$ cat src/common/rv32_decode_pkg.sv
// ==========================================================
// RV32I base opcodes only. No compressed or CSR field decode
// Instruction word has an R view and an I view of one word
// ==========================================================

package rv32_decode_pkg;

  // ==========================================================
  // Major opcodes, instruction bits 6 to 2
  // ==========================================================
  localparam logic [4:0] OPC_LUI    = 5'b01101;
  localparam logic [4:0] OPC_AUIPC  = 5'b00101;
  localparam logic [4:0] OPC_JAL    = 5'b11011;
  localparam logic [4:0] OPC_JALR   = 5'b11001;
  localparam logic [4:0] OPC_BRANCH = 5'b11000;
  localparam logic [4:0] OPC_LOAD   = 5'b00000;
  localparam logic [4:0] OPC_STORE  = 5'b01000;
  localparam logic [4:0] OPC_OPIMM  = 5'b00100;
  localparam logic [4:0] OPC_OP     = 5'b01100;
  localparam logic [4:0] OPC_SYSTEM = 5'b11100;

  // ==========================================================
  // ALU operations, funct7 bit 5 joined to funct3
  // ==========================================================
  localparam logic [3:0] ALU_ADD  = 4'b0000;
  localparam logic [3:0] ALU_SUB  = 4'b1000;
  localparam logic [3:0] ALU_SLL  = 4'b0001;
  localparam logic [3:0] ALU_SLT  = 4'b0010;
  localparam logic [3:0] ALU_SLTU = 4'b0011;
  localparam logic [3:0] ALU_XOR  = 4'b0100;
  localparam logic [3:0] ALU_SRL  = 4'b0101;
  localparam logic [3:0] ALU_SRA  = 4'b1101;
  localparam logic [3:0] ALU_OR   = 4'b0110;
  localparam logic [3:0] ALU_AND  = 4'b0111;

  // Branch conditions by funct3
  localparam logic [2:0] BR_EQ  = 3'b000;
  localparam logic [2:0] BR_NE  = 3'b001;
  localparam logic [2:0] BR_LT  = 3'b100;
  localparam logic [2:0] BR_GE  = 3'b101;
  localparam logic [2:0] BR_LTU = 3'b110;
  localparam logic [2:0] BR_GEU = 3'b111;

  // Operand constants
  localparam logic [31:0] WORD_ZERO = 32'h0000_0000;
  localparam logic [31:0] WORD_FOUR = 32'h0000_0004;

  // Architectural register count, x0 included
  localparam int REG_COUNT = 32;

  // One instruction word, read as R-type or as I/S-type fields
  typedef union packed {
    struct packed {
      logic [6:0] funct7;
      logic [4:0] rs2;
      logic [4:0] rs1;
      logic [2:0] funct3;
      logic [4:0] rd;
      logic [6:0] opcode;
    } r;
    struct packed {
      logic [11:0] imm12;
      logic [4:0]  rs1;
      logic [2:0]  funct3;
      logic [4:0]  rd;
      logic [6:0]  opcode;
    } i;
  } instr_word_u;

endpackage

$ cat src/decode/branch_compare.sv
// ==========================================================
// Combinational branch condition for RV32I funct3 codes
// Codes 010 and 011 are undefined and never taken
// ==========================================================

`timescale 1ns/1ps

module branch_compare (
  input  logic [2:0]  op,
  input  logic [31:0] rs1,
  input  logic [31:0] rs2,
  output logic        branch
);

  import rv32_decode_pkg::*;

  logic is_eq;
  logic is_lt;
  logic is_ltu;

  // Shared comparators for all six conditions
  assign is_eq  = (rs1 == rs2);
  assign is_lt  = ($signed(rs1) < $signed(rs2));
  assign is_ltu = (rs1 < rs2);

  always_comb begin
    case (op)
      BR_EQ:   branch = is_eq;
      BR_NE:   branch = ~is_eq;
      BR_LT:   branch = is_lt;
      BR_GE:   branch = ~is_lt;
      BR_LTU:  branch = is_ltu;
      BR_GEU:  branch = ~is_ltu;
      // Reserved encodings
      default: branch = 1'b0;
    endcase
  end

endmodule

$ cat src/rtl/imm_gen.sv
// ==========================================================
// Sign-extended immediate, format chosen by major opcode
// Opcodes without an immediate give zero
// ==========================================================

`timescale 1ns/1ps

module imm_gen (
  input  logic [31:0] ir,
  output logic [31:0] immediate
);

  import rv32_decode_pkg::*;

  instr_word_u ir_w;
  logic [4:0]  opc;
  logic        sign;

  assign ir_w = ir;
  assign opc  = ir_w.r.opcode[6:2];
  // Bit 31 is the sign for every format
  assign sign = ir[31];

  always_comb begin
    case (opc)
      // I format, also the CSR address of SYSTEM
      OPC_JALR, OPC_LOAD, OPC_OPIMM, OPC_SYSTEM: begin
        immediate = {{20{sign}}, ir_w.i.imm12};
      end
      // S format, split across funct7 and rd slots
      OPC_STORE: begin
        immediate = {{20{sign}}, ir_w.r.funct7, ir_w.r.rd};
      end
      // B format, halfword offset
      OPC_BRANCH: begin
        immediate = {{19{sign}}, sign, ir[7], ir[30:25], ir[11:8], 1'b0};
      end
      // U format, upper 20 bits
      OPC_LUI, OPC_AUIPC: begin
        immediate = {ir[31:12], 12'h000};
      end
      // J format, halfword offset
      OPC_JAL: begin
        immediate = {{11{sign}}, sign, ir[19:12], ir[20], ir[30:21], 1'b0};
      end
      default: begin
        immediate = '0;
      end
    endcase
  end

endmodule

$ cat src/rtl/reg_file.sv
// ==========================================================
// 31 registers plus hardwired x0, two async read ports
// Same-cycle write is forwarded to both read ports
// ==========================================================

`timescale 1ns/1ps

module reg_file (
  input  logic        clk,
  input  logic        rstz,
  input  logic [4:0]  rs1_sel,
  input  logic [4:0]  rs2_sel,
  output logic [31:0] rs1_data,
  output logic [31:0] rs2_data,
  input  logic        regwr_en,
  input  logic [4:0]  regwr_sel,
  input  logic [31:0] regwr_data
);

  import rv32_decode_pkg::*;

  // x0 has no storage
  logic [31:0] regs [1:REG_COUNT-1];

  // One read port with x0 and forwarding
  function automatic logic [31:0] read_port(input logic [4:0] sel);
    logic [31:0] val;
    if (sel == 5'd0) begin
      val = '0;
    end else if (regwr_en && regwr_sel == sel) begin
      // Write in flight wins over stored value
      val = regwr_data;
    end else begin
      val = regs[sel];
    end
    return val;
  endfunction

  always_comb begin
    rs1_data = read_port(rs1_sel);
    rs2_data = read_port(rs2_sel);
  end

  // ==========================================================
  // Write port
  // ==========================================================
  always_ff @(posedge clk or negedge rstz) begin
    if (!rstz) begin
      for (int i = 1; i < REG_COUNT; i++) begin
        regs[i] <= '0;
      end
    end else if (regwr_en && regwr_sel != 5'd0) begin
      regs[regwr_sel] <= regwr_data;
    end
  end

  // Writeback source must present a defined target
  a_wr_sel_known: assert property (
    @(posedge clk) disable iff (!rstz)
    regwr_en |-> !$isunknown(regwr_sel)
  ) else $error("reg_file: regwr_sel unknown with regwr_en high");

endmodule

$ cat src/decode/instr_decode.sv
// ==========================================================
// Decode stage with one output register, never stalls
// Flush on an edge drops both held result and offered word
// ==========================================================

`timescale 1ns/1ps

module instr_decode (
  input  logic        clk,
  input  logic        rstz,
  input  logic        flush,
  // Fetch side
  input  logic [31:0] fetch_pc,
  input  logic [31:0] fetch_ir,
  input  logic        fetch_vld,
  output logic        fetch_rdy,
  // From immediate generator and register file
  input  logic [31:0] immediate,
  input  logic [31:0] rs1_data,
  input  logic [31:0] rs2_data,
  // Execute side
  output logic        decode_vld,
  input  logic        decode_rdy,
  output logic [31:0] decode_pc,
  output logic [31:0] decode_ir,
  output logic [3:0]  decode_aluop,
  output logic [31:0] decode_op1,
  output logic [31:0] decode_op2,
  output logic [31:0] decode_addr,
  output logic        decode_regwr_alu,
  output logic        decode_jump,
  output logic        decode_branch,
  output logic        decode_illegal
);

  import rv32_decode_pkg::*;

  instr_word_u ir;
  logic [4:0]  opc;
  logic [2:0]  funct3;

  logic [3:0]  aluop;
  logic [31:0] op1;
  logic [31:0] op2;

  // Address generation
  logic [31:0] base;
  logic [31:0] offset;
  logic [31:0] addr_raw;
  logic [31:0] addr;
  logic        align;

  logic        regwr_alu;
  logic        is_jump;
  logic        br_taken;
  logic        opc_known;
  logic        illegal;
  logic        xfer;

  // ==========================================================
  // Field extraction
  // ==========================================================
  assign ir     = fetch_ir;
  assign opc    = ir.r.opcode[6:2];
  assign funct3 = ir.r.funct3;

  // ==========================================================
  // Operation and operand select
  // ==========================================================
  always_comb begin
    // Default is link value pc + 4
    aluop  = ALU_ADD;
    op1    = fetch_pc;
    op2    = WORD_FOUR;
    align  = 1'b0;
    base   = fetch_pc;
    offset = WORD_FOUR;

    case (opc)
      OPC_LUI: begin
        op1 = WORD_ZERO;
        op2 = immediate;
      end
      OPC_AUIPC: begin
        op2 = immediate;
      end
      OPC_JAL: begin
        offset = immediate;
      end
      OPC_JALR: begin
        // Target is register relative, LSB forced low
        align  = 1'b1;
        base   = rs1_data;
        offset = immediate;
      end
      OPC_BRANCH: begin
        offset = immediate;
      end
      OPC_OPIMM: begin
        // Only shifts carry an op modifier in the immediate
        if (funct3 == ALU_SLL[2:0] || funct3 == ALU_SRL[2:0]) begin
          aluop = {ir.r.funct7[5], funct3};
        end else begin
          aluop = {1'b0, funct3};
        end
        op1 = rs1_data;
        op2 = immediate;
      end
      OPC_OP: begin
        aluop = {ir.r.funct7[5], funct3};
        op1   = rs1_data;
        op2   = rs2_data;
      end
      default: begin
      end
    endcase
  end

  // Single adder for jump and branch targets
  assign addr_raw = base + offset;
  assign addr     = {addr_raw[31:1], addr_raw[0] & ~align};

  // ==========================================================
  // Flags
  // ==========================================================
  always_comb begin
    case (opc)
      OPC_LUI, OPC_AUIPC, OPC_JAL, OPC_JALR, OPC_OPIMM, OPC_OP: regwr_alu = 1'b1;
      default: regwr_alu = 1'b0;
    endcase
  end

  assign is_jump = (opc == OPC_JAL) || (opc == OPC_JALR);

  // Legal major opcodes of this decoder
  always_comb begin
    case (opc)
      OPC_LUI, OPC_AUIPC, OPC_JAL, OPC_JALR, OPC_BRANCH,
      OPC_LOAD, OPC_STORE, OPC_OPIMM, OPC_OP, OPC_SYSTEM: opc_known = 1'b1;
      default: opc_known = 1'b0;
    endcase
  end

  // 16-bit encodings have low opcode bits other than 11
  assign illegal = ~opc_known | (ir.r.opcode[1:0] != 2'b11);

  branch_compare u_branch (
    .op    (funct3),
    .rs1   (rs1_data),
    .rs2   (rs2_data),
    .branch(br_taken)
  );

  // ==========================================================
  // Output register and handshake
  // ==========================================================
  assign fetch_rdy = ~decode_vld | decode_rdy;
  assign xfer      = fetch_vld & fetch_rdy;

  always_ff @(posedge clk or negedge rstz) begin
    if (!rstz) begin
      decode_vld <= 1'b0;
    end else if (flush) begin
      decode_vld <= 1'b0;
    end else if (xfer) begin
      decode_vld <= 1'b1;
    end else if (decode_rdy) begin
      decode_vld <= 1'b0;
    end
  end

  // Payload loads only on an accepted word
  always_ff @(posedge clk) begin
    if (xfer && !flush) begin
      decode_pc        <= fetch_pc;
      decode_ir        <= fetch_ir;
      decode_aluop     <= aluop;
      decode_op1       <= op1;
      decode_op2       <= op2;
      decode_addr      <= addr;
      decode_regwr_alu <= regwr_alu & (ir.r.rd != 5'd0);
      decode_jump      <= is_jump;
      decode_branch    <= br_taken & (opc == OPC_BRANCH);
      decode_illegal   <= illegal;
    end
  end

  // Held result must not change under back-pressure
  a_payload_hold: assert property (
    @(posedge clk) disable iff (!rstz)
    (decode_vld && !decode_rdy) |=>
      $stable({decode_pc, decode_ir, decode_aluop, decode_op1, decode_op2,
               decode_addr, decode_regwr_alu, decode_jump, decode_branch,
               decode_illegal})
  ) else $error("instr_decode: payload changed while stalled");

endmodule

$ cat src/rtl/decode_top.sv
// ==========================================================
// Decode stage top, result one cycle after fetch transfer
// Writeback port is external and forwarded in the same cycle
// ==========================================================

`timescale 1ns/1ps

module decode_top (
  input  logic        clk,
  input  logic        rstz,
  input  logic        flush,
  // Fetch side
  input  logic [31:0] fetch_pc,
  input  logic [31:0] fetch_ir,
  input  logic        fetch_vld,
  output logic        fetch_rdy,
  // Execute side
  output logic        decode_vld,
  input  logic        decode_rdy,
  output logic [31:0] decode_pc,
  output logic [31:0] decode_ir,
  output logic [3:0]  decode_aluop,
  output logic [31:0] decode_op1,
  output logic [31:0] decode_op2,
  output logic [31:0] decode_addr,
  output logic        decode_regwr_alu,
  output logic        decode_jump,
  output logic        decode_branch,
  output logic        decode_illegal,
  // Writeback
  input  logic        regwr_en,
  input  logic [4:0]  regwr_sel,
  input  logic [31:0] regwr_data
);

  logic [31:0] immediate;
  logic [31:0] rs1_data;
  logic [31:0] rs2_data;

  // Source selects straight from rs1 and rs2 fields
  reg_file u_regs (
    .clk       (clk),
    .rstz      (rstz),
    .rs1_sel   (fetch_ir[19:15]),
    .rs2_sel   (fetch_ir[24:20]),
    .rs1_data  (rs1_data),
    .rs2_data  (rs2_data),
    .regwr_en  (regwr_en),
    .regwr_sel (regwr_sel),
    .regwr_data(regwr_data)
  );

  imm_gen u_imm (
    .ir       (fetch_ir),
    .immediate(immediate)
  );

  instr_decode u_decode (
    .clk             (clk),
    .rstz            (rstz),
    .flush           (flush),
    .fetch_pc        (fetch_pc),
    .fetch_ir        (fetch_ir),
    .fetch_vld       (fetch_vld),
    .fetch_rdy       (fetch_rdy),
    .immediate       (immediate),
    .rs1_data        (rs1_data),
    .rs2_data        (rs2_data),
    .decode_vld      (decode_vld),
    .decode_rdy      (decode_rdy),
    .decode_pc       (decode_pc),
    .decode_ir       (decode_ir),
    .decode_aluop    (decode_aluop),
    .decode_op1      (decode_op1),
    .decode_op2      (decode_op2),
    .decode_addr     (decode_addr),
    .decode_regwr_alu(decode_regwr_alu),
    .decode_jump     (decode_jump),
    .decode_branch   (decode_branch),
    .decode_illegal  (decode_illegal)
  );

endmodule

$ cat config.mk
export PLATFORM = sky130hd
export DESIGN_NAME = decode_top
export DESIGN_NICKNAME = d
export VERILOG_FILES = /design/src/common/rv32_decode_pkg.sv /design/src/decode/branch_compare.sv /design/src/rtl/imm_gen.sv /design/src/rtl/reg_file.sv /design/src/decode/instr_decode.sv /design/src/rtl/decode_top.sv
export SDC_FILE = /design/constraint.sdc
export NUM_CORES = 2
export LEC_CHECK = 0
export ABC_AREA = 1
export BUFFER_PORTS_ARGS = -buffer_cell sky130_fd_sc_hd__buf_2
export CAP_MARGIN = 20
export CORE_MARGIN = 10
export CORE_UTILIZATION = 48
export DETAILED_ROUTE_END_ITERATION = 6
export PLACE_DENSITY = 0.64
export SYNTH_ARGS = -nofsm -noshare
export SYNTH_HDL_FRONTEND = slang
export SYNTH_SLANG_ARGS = --single-unit
export TNS_END_PERCENT = 30
$ cat constraint.sdc
create_clock -name clk -period 27.7 [get_ports clk]
set_clock_uncertainty 0.05 [all_clocks]
set_input_delay 2.77 -clock clk [delete_from_list [all_inputs] [get_ports clk]]
set_output_delay 2.77 -clock clk [all_outputs]
set_load 0.01 [all_outputs]
== Word-level counts from Yosys, hierarchy flattened ==
Memories as Yosys holds them, arrays and structs flattened.
Index checks and enable logic that the tools add are counted.

* ROM bits: 32
* Memories kept: 1
* Register bits after elaboration: 1,161
* Output and inout port bits: 170

{| class="wikitable"
|+ Memory list
! memory !! depth !! width !! read ports !! clocked after Yosys merged registers in !! write ports !! line !! source
|-
| (name not given) || 32 || 1 || 1 || 0 || 0 || instr_decode.sv:137 || <nowiki>case (opc)</nowiki>
|}

* Order comparisons: 6
* Bitwise gates (word level): 15
* Equal/unequal tests: 18
* Mux-type cells: 26
* Add/subtract/negate cells: 1
* Reductions and logical operators: 21

{| class="wikitable"
|+ Operators by type and width
! cell !! count
|-
| $bwmux 992 || 1
|-
| $mux 32 || 11
|-
| $bmux 32 s5 || 2
|-
| $demux 32 s5 || 1
|-
| $pmux 32 s5 || 1
|-
| $pmux 32 s2 || 2
|-
| $lt 32x32->1 || 2
|-
| $add 32x32->32 || 1
|-
| $eq 32x32->1 || 1
|-
| $eq 5x5->1 const B || 4
|-
| $ge 6x6->1 const B || 3
|-
| $not 5->6 || 3
|-
| $eq 5x4->1 const B || 3
|-
| $logic_not 5->1 || 3
|-
| $eq 3x3->1 const B || 4
|-
| $eq 5x3->1 const B || 2
|-
| $eq 5x5->1 || 2
|-
| $reduce_bool 5->1 || 2
|-
| $pmux 4 s2 || 1
|-
| $lt 6x1->1 const B || 1
|-
| $not 1->1 || 6
|-
| $pmux 1 s6 || 1
|-
| $reduce_or 3->1 || 2
|-
| $reduce_or 6->1 || 1
|-
| other kinds (13) || 27
|}

== Logic depth before layout (Yosys ltp) ==
* Word-level depth: 10
* Mapped depth: 28
* Mapped depth without buffers: 27

== Hierarchy ==
From an unflattened synthesis, not the netlist that was laid out.

* Cells, all modules: 9,420
* Area, all modules: 66,547.6 µm²

{| class="wikitable"
|+ By module, submodules not included
! module !! area each (µm²) !! sequential area each (µm²) !! times used !! cells each
|-
| reg_file || 55,679.7 || 24,823.8 || 1 || 8,048
|-
| instr_decode || 9,107.5 || 5,069.9 || 1 || 1,027
|-
| branch_compare || 991.0 || 0.0 || 1 || 169
|-
| imm_gen || 769.5 || 0.0 || 1 || 176
|}

== Worst setup path after synthesis ==
OpenSTA, ideal clock, no wires.

* Kind: input -> register
* Start: in flush
* End: reg u_decode.decode_addr[0] (enable)
* Cell stages on the path: 1
* Arrival: 14,335 ps
* Path buffers: 0
* Data required time: 26,746 ps
* Setup slack: 12,411 ps
* Cell sequence: nor3_1

* Cells in the longest elaborated chain, start to end: 2

{| class="wikitable"
|+ RTL lines
! item !! line !! source
|-
| start: declaration || decode_top.sv:11 || <nowiki>input logic flush,</nowiki>
|-
| $logic_not 1->1 || instr_decode.sv:174 || <nowiki>if (xfer && !flush) begin</nowiki>
|-
| $logic_and 1x1->1 || instr_decode.sv:174 ||
|-
| end signal: assignment || instr_decode.sv:180 || <nowiki>decode_addr <= addr;</nowiki>
|-
| end: declaration || instr_decode.sv:29 || <nowiki>output logic [31:0] decode_addr,</nowiki>
|}

No other way between the ends.
A chain may end at the register's enable or synchronous reset.

== Final worst setup path ==
* Start: in fetch_ir[15]
* End: reg u_decode.decode_addr[22] (data pin)

* Cells in the longest elaborated chain, start to end: 8
* Elaborated cells between the ends (all ways): 13
* Those cells by class: add/sub: 1; eq/ne: 1; mux: 8; bitwise: 1; reduce/logical: 2

{| class="wikitable"
|+ RTL lines
! item !! line !! source
|-
| start: declaration || decode_top.sv:14 || <nowiki>input logic [31:0] fetch_ir,</nowiki>
|-
| $not 5->6 (implied by the code) || reg_file.sv:34 || <nowiki>val = regs[sel];</nowiki>
|-
| $bmux 32 s5 || reg_file.sv:34 ||
|-
| $mux 32 (implied by the code) (2 in a row) || reg_file.sv:34 ||
|-
| $mux 32 || reg_file.sv:30 || <nowiki>end else if (regwr_en && regwr_sel == sel) begin</nowiki>
|-
| $mux 32 || reg_file.sv:28 || <nowiki>if (sel == 5'd0) begin</nowiki>
|-
| $mux 32 || instr_decode.sv:79 || <nowiki>case (opc)</nowiki>
|-
| $add 32x32->32 * || instr_decode.sv:120 || <nowiki>assign addr_raw = base + offset;</nowiki>
|-
| via u_decode.addr[22] || instr_decode.sv:50 || <nowiki>logic [31:0] addr;</nowiki>
|}

Mark *: on every way through the listed nets, which the timed path passes. The rest lies on a longest branch. The select of a mux whose other input is x is not followed.

==> results by group <==
STA
  • Fin worst setup slack: 19,540 ps
  • Max-slew violation count: 0
  • Fin crit period: 8157 ps
  • Unrepaired setup endpoints after global routing: false
  • Worst slew pin tran: 1196 ps
  • Slew margin rel.: 19.76%
  • Hold Vio Cnt, Final: 0
  • Final setup vio count: 0
  • Fmax: 0.1226 GHz
  • Setup TNS: 0 ps
  • Fin crit share: 29.45%

Clock network
  • CTS tree: yes
  • Number of CTS-inserted buffers: 132
  • Clk sinks: 1,161
  • H-tree Lvls: 4
  • Clk_lat worst skew: 800 ps
  • PostCTS Resize Cnt: 0
  • Count of hold-fix buffers inserted at cts: 0
  • CTS Buffer Depth: 3
  • Clock transition at path regs: 60 ps
  • Setup bufs post-CTS: 0
  • Root buf cell: clkbuf_16

Job
  • Max_cap viols: 0

Setup path
  • Nature of the critical path startpoint: input pin
  • CP Launch Point: fetch_ir[15]
  • WP data required: 28,190 ps
  • Max stage delay on crit path: 640 ps
  • Crit path top cell by count: nand2_1
  • Critical path endpoint: u_decode.decode_addr[22]$_DFFE_PP_
  • Worst r2r src: u_regs.regs[804]$_DFFE_PN0P_
  • Crit path capture type: flip-flop
  • Reg-to-reg slack, setup: 23,550 ps
  • Reg2reg end: u_decode.decode_addr[24]$_DFFE_PP_
  • CP max-delay cell: buf_4
  • CP Max Fanout: 78
  • Critical path type: in2reg
  • Worst Reg-to-Reg Cells: 21
  • WP data arrival: 8640 ps

Logic synthesis
  • Post-synth top area cell: dfrtp_1
  • Synthesized flop and latch total: 1,161
  • Synth async-reset ratio: 85.53%
  • Synth area leaders: dfrtp_1 39%, o21ai_0 12%, nand2_1 9.6%
  • Syn_nets: 8,334
  • Syn Std Cell Area: 63,830 sq um
  • Seq/Total Area, Yosys: 46.83%
  • Post-synth top flop: dfrtp_1
  • Post-synth EDFFs: 168
  • Mapped Cells: 8,163
  • Mean Syn Cell Area: 7.819 sq um
  • Share of the synthesized area in the top cell type: 38.93%
  • Post-synthesis cell type count: 59
  • Synthesis Warnings: 0

GRT
  • Largest net degree at the start of global routing: 172
  • Overflow after GRT: 0
  • GRT Resource Usage Total: 36.06%
  • First-pass GRT wire length: 399,300 microns
  • Initial antenna violation count: 17
  • Number of global-route vias before repair: 58,920

Placed design
  • Post-placement cell count: 9,604
  • HPWL Detailed: 161,500 microns
  • Number of port buffers: 276
  • GP Congestion: 0.9693
  • Pre-CTS setup slack: 19,050 ps

Final layout
  • Final Instance Count excl. Fillers: 9,850
  • Layout Nets: 8,157
  • Layout overhead on the synthesized area: 9.125%
  • Layout cells sized above 1: 8.595%
  • Final Util: 52.85%

Power and ir drop
  • Pwr per Cell Area: 71.30 nW/um^2
  • Power consumption: 4967 uW
  • Max IR drop VDD: 0.06056 mV
  • LEAKAGE: 0.03046 uW

Floorplan
  • Die X: 384.7 microns
  • Core Rows: 133
  • IO Count: 277
  • Core area: 131,800 sq um
  • Starting Density: 48.43%
  • Die area: 148,000 sq um
  • Die height: 384.7 microns

Drt
  • First-pass DRT Iterations: 7
  • Antenna-violating nets left: 0
  • Drt drc: 0
  • Detail-routed via count per cell: 6.373
  • Wire per inst: 27.99 microns
  • Vias: 62,770
  • DRT Wirelength: 275,700 microns
  • Violation count after the first detailed-routing iteration: 9,613

Min path
  • Hold WC Path Type: reg2reg

Status
  • Outcome: finished clean
==> worst min path at each step <==
stage	from	endpoint	slack, ps	cells past startpoint
floorplan	u_regs.regs[101]$_DFFE_PN0P_	u_regs.regs[101]$_DFFE_PN0P_	400	2
global placement	u_regs.regs[604]$_DFFE_PN0P_	u_regs.regs[604]$_DFFE_PN0P_	420	2
detailed placement	u_regs.regs[544]$_DFFE_PN0P_	u_regs.regs[544]$_DFFE_PN0P_	420	2
CTS	u_regs.regs[44]$_DFFE_PN0P_	u_regs.regs[44]$_DFFE_PN0P_	440	2
global route	u_regs.regs[985]$_DFFE_PN0P_	u_regs.regs[985]$_DFFE_PN0P_	450	2
finish	u_regs.regs[544]$_DFFE_PN0P_	u_regs.regs[544]$_DFFE_PN0P_	430	2
==> per-layer routing <==
layer / track usage [%] / part of all wire, % / wire, microns / vias up
met5: 0 / 0.018 / 49 / -
met4: 23.02 / 7.1 / 19700 / 4
met3: 9.087 / 12 / 34270 / 1011
met2: 54.32 / 43 / 119200 / 4530
met1: 46.09 / 37 / 102500 / 29770
li1: - / - / - / 27450
==> sequential cells by signal (all words and copies together), names as in the netlist, 4 cells and up <==
signal and cells:
u_decode.decode_pc 32, u_decode.decode_op2 32, u_decode.decode_op1 32, u_decode.decode_ir 32, u_regs.regs 992, u_decode.decode_aluop 4
u_decode.decode_addr 32
==> cell usage in the layout (no fill, tap or decap), types with 40 or more instances in the layout <==
cell type and instances:
o21ai_0 1551, o221ai_1 97, clkbuf_16 138, buf_2 267, nand3_1 462, a22oi_1 46, nand2_1 1619, clkbuf_1 40
a21oi_1 795, ha_1 63, buf_4 114, edfxtp_1 168, dfrtp_1 993, inv_1 673, o21ai_1 127, nor2_1 327
o211ai_1 252
==> final cells by class <==
cell class	count	area, sq um
Antenna cell	9	22.52
Clock buffer	205	3975
Clock inverter	29	271.5
Fill cell	12620	62140
Inverter	692	2640
Multi-Input combinational cell	5605	28220
Sequential cell	1161	29890
Tap cell	1755	2196
Timing Repair Buffer	394	2437
==> report_power, final <==
part | switching, uW | total (uW) | internal (uW)
Combinational | 663 | 966 | 303
Sequential | 192 | 2240 | 2050
Clock | 740 | 1760 | 1020
Total | 1590 | 4970 | 3370
==> worst max-delay path: cells and delay by family <==
kind                     cells  cell delay [ps]
AO/OA/AOI/OAI                7             1470
AND/OR/NAND/NOR             10             1160
adder cells (fa/ha/maj)      2              620
buffers and inverters        6             2370
==> cells in the mapped netlist (13+ instances only) <==
| master | number |
|---|---|
| o21ai_1 | 127 |
| nor2_2 | 17 |
| a22oi_1 | 46 |
| ha_1 | 63 |
| buf_1 | 40 |
| buf_4 | 34 |
| a21boi_0 | 21 |
| buf_2 | 201 |
| a21oi_1 | 795 |
| edfxtp_1 | 168 |
| o21ai_0 | 1551 |
| nand3_1 | 470 |
| o2111ai_1 | 23 |
| inv_1 | 675 |
| inv_2 | 13 |
| nand2_1 | 1627 |
| dfrtp_1 | 993 |
| o22ai_2 | 15 |
| nor2_1 | 331 |
| nand4_1 | 17 |
| xor2_1 | 18 |
| o211ai_2 | 13 |
| o211ai_1 | 252 |
| o221ai_1 | 97 |
| clkbuf_1 | 388 |
| buf_6 | 41 |
| o22ai_1 | 28 |
==> per-stage QoR <==
| stage | instance area (sq um) | hold slack, ps |
|---|---|---|
| after CTS | 69570 | 436.8 |
| after detailed placement | 65320 | 422.9 |
| after global placement | 65320 | 416.3 |
| after global routing | 69650 | 452.8 |
| final | 69650 | 432.5 |
| after floorplan | 63830 | 403.0 |
==> cell families (layout without fill, tap and decap cells) <==
| group | after synthesis | after routing | synth area share (%) |
|---|---|---|---|
| AO/OA/AOI/OAI | 3019 | 3019 | 26.25 |
| XOR/XNOR | 26 | 26 | 0.3568 |
| AND/OR/NAND/NOR | 2496 | 2496 | 15.99 |
| other | 0 | 9 | 0 |
| adder cells (fa/ha/maj) | 64 | 64 | 1.266 |
| buffers and inverters | 1397 | 1320 | 9.305 |
| flip-flops | 1161 | 1161 | 46.83 |
Power figures use the tool's default switching activity.
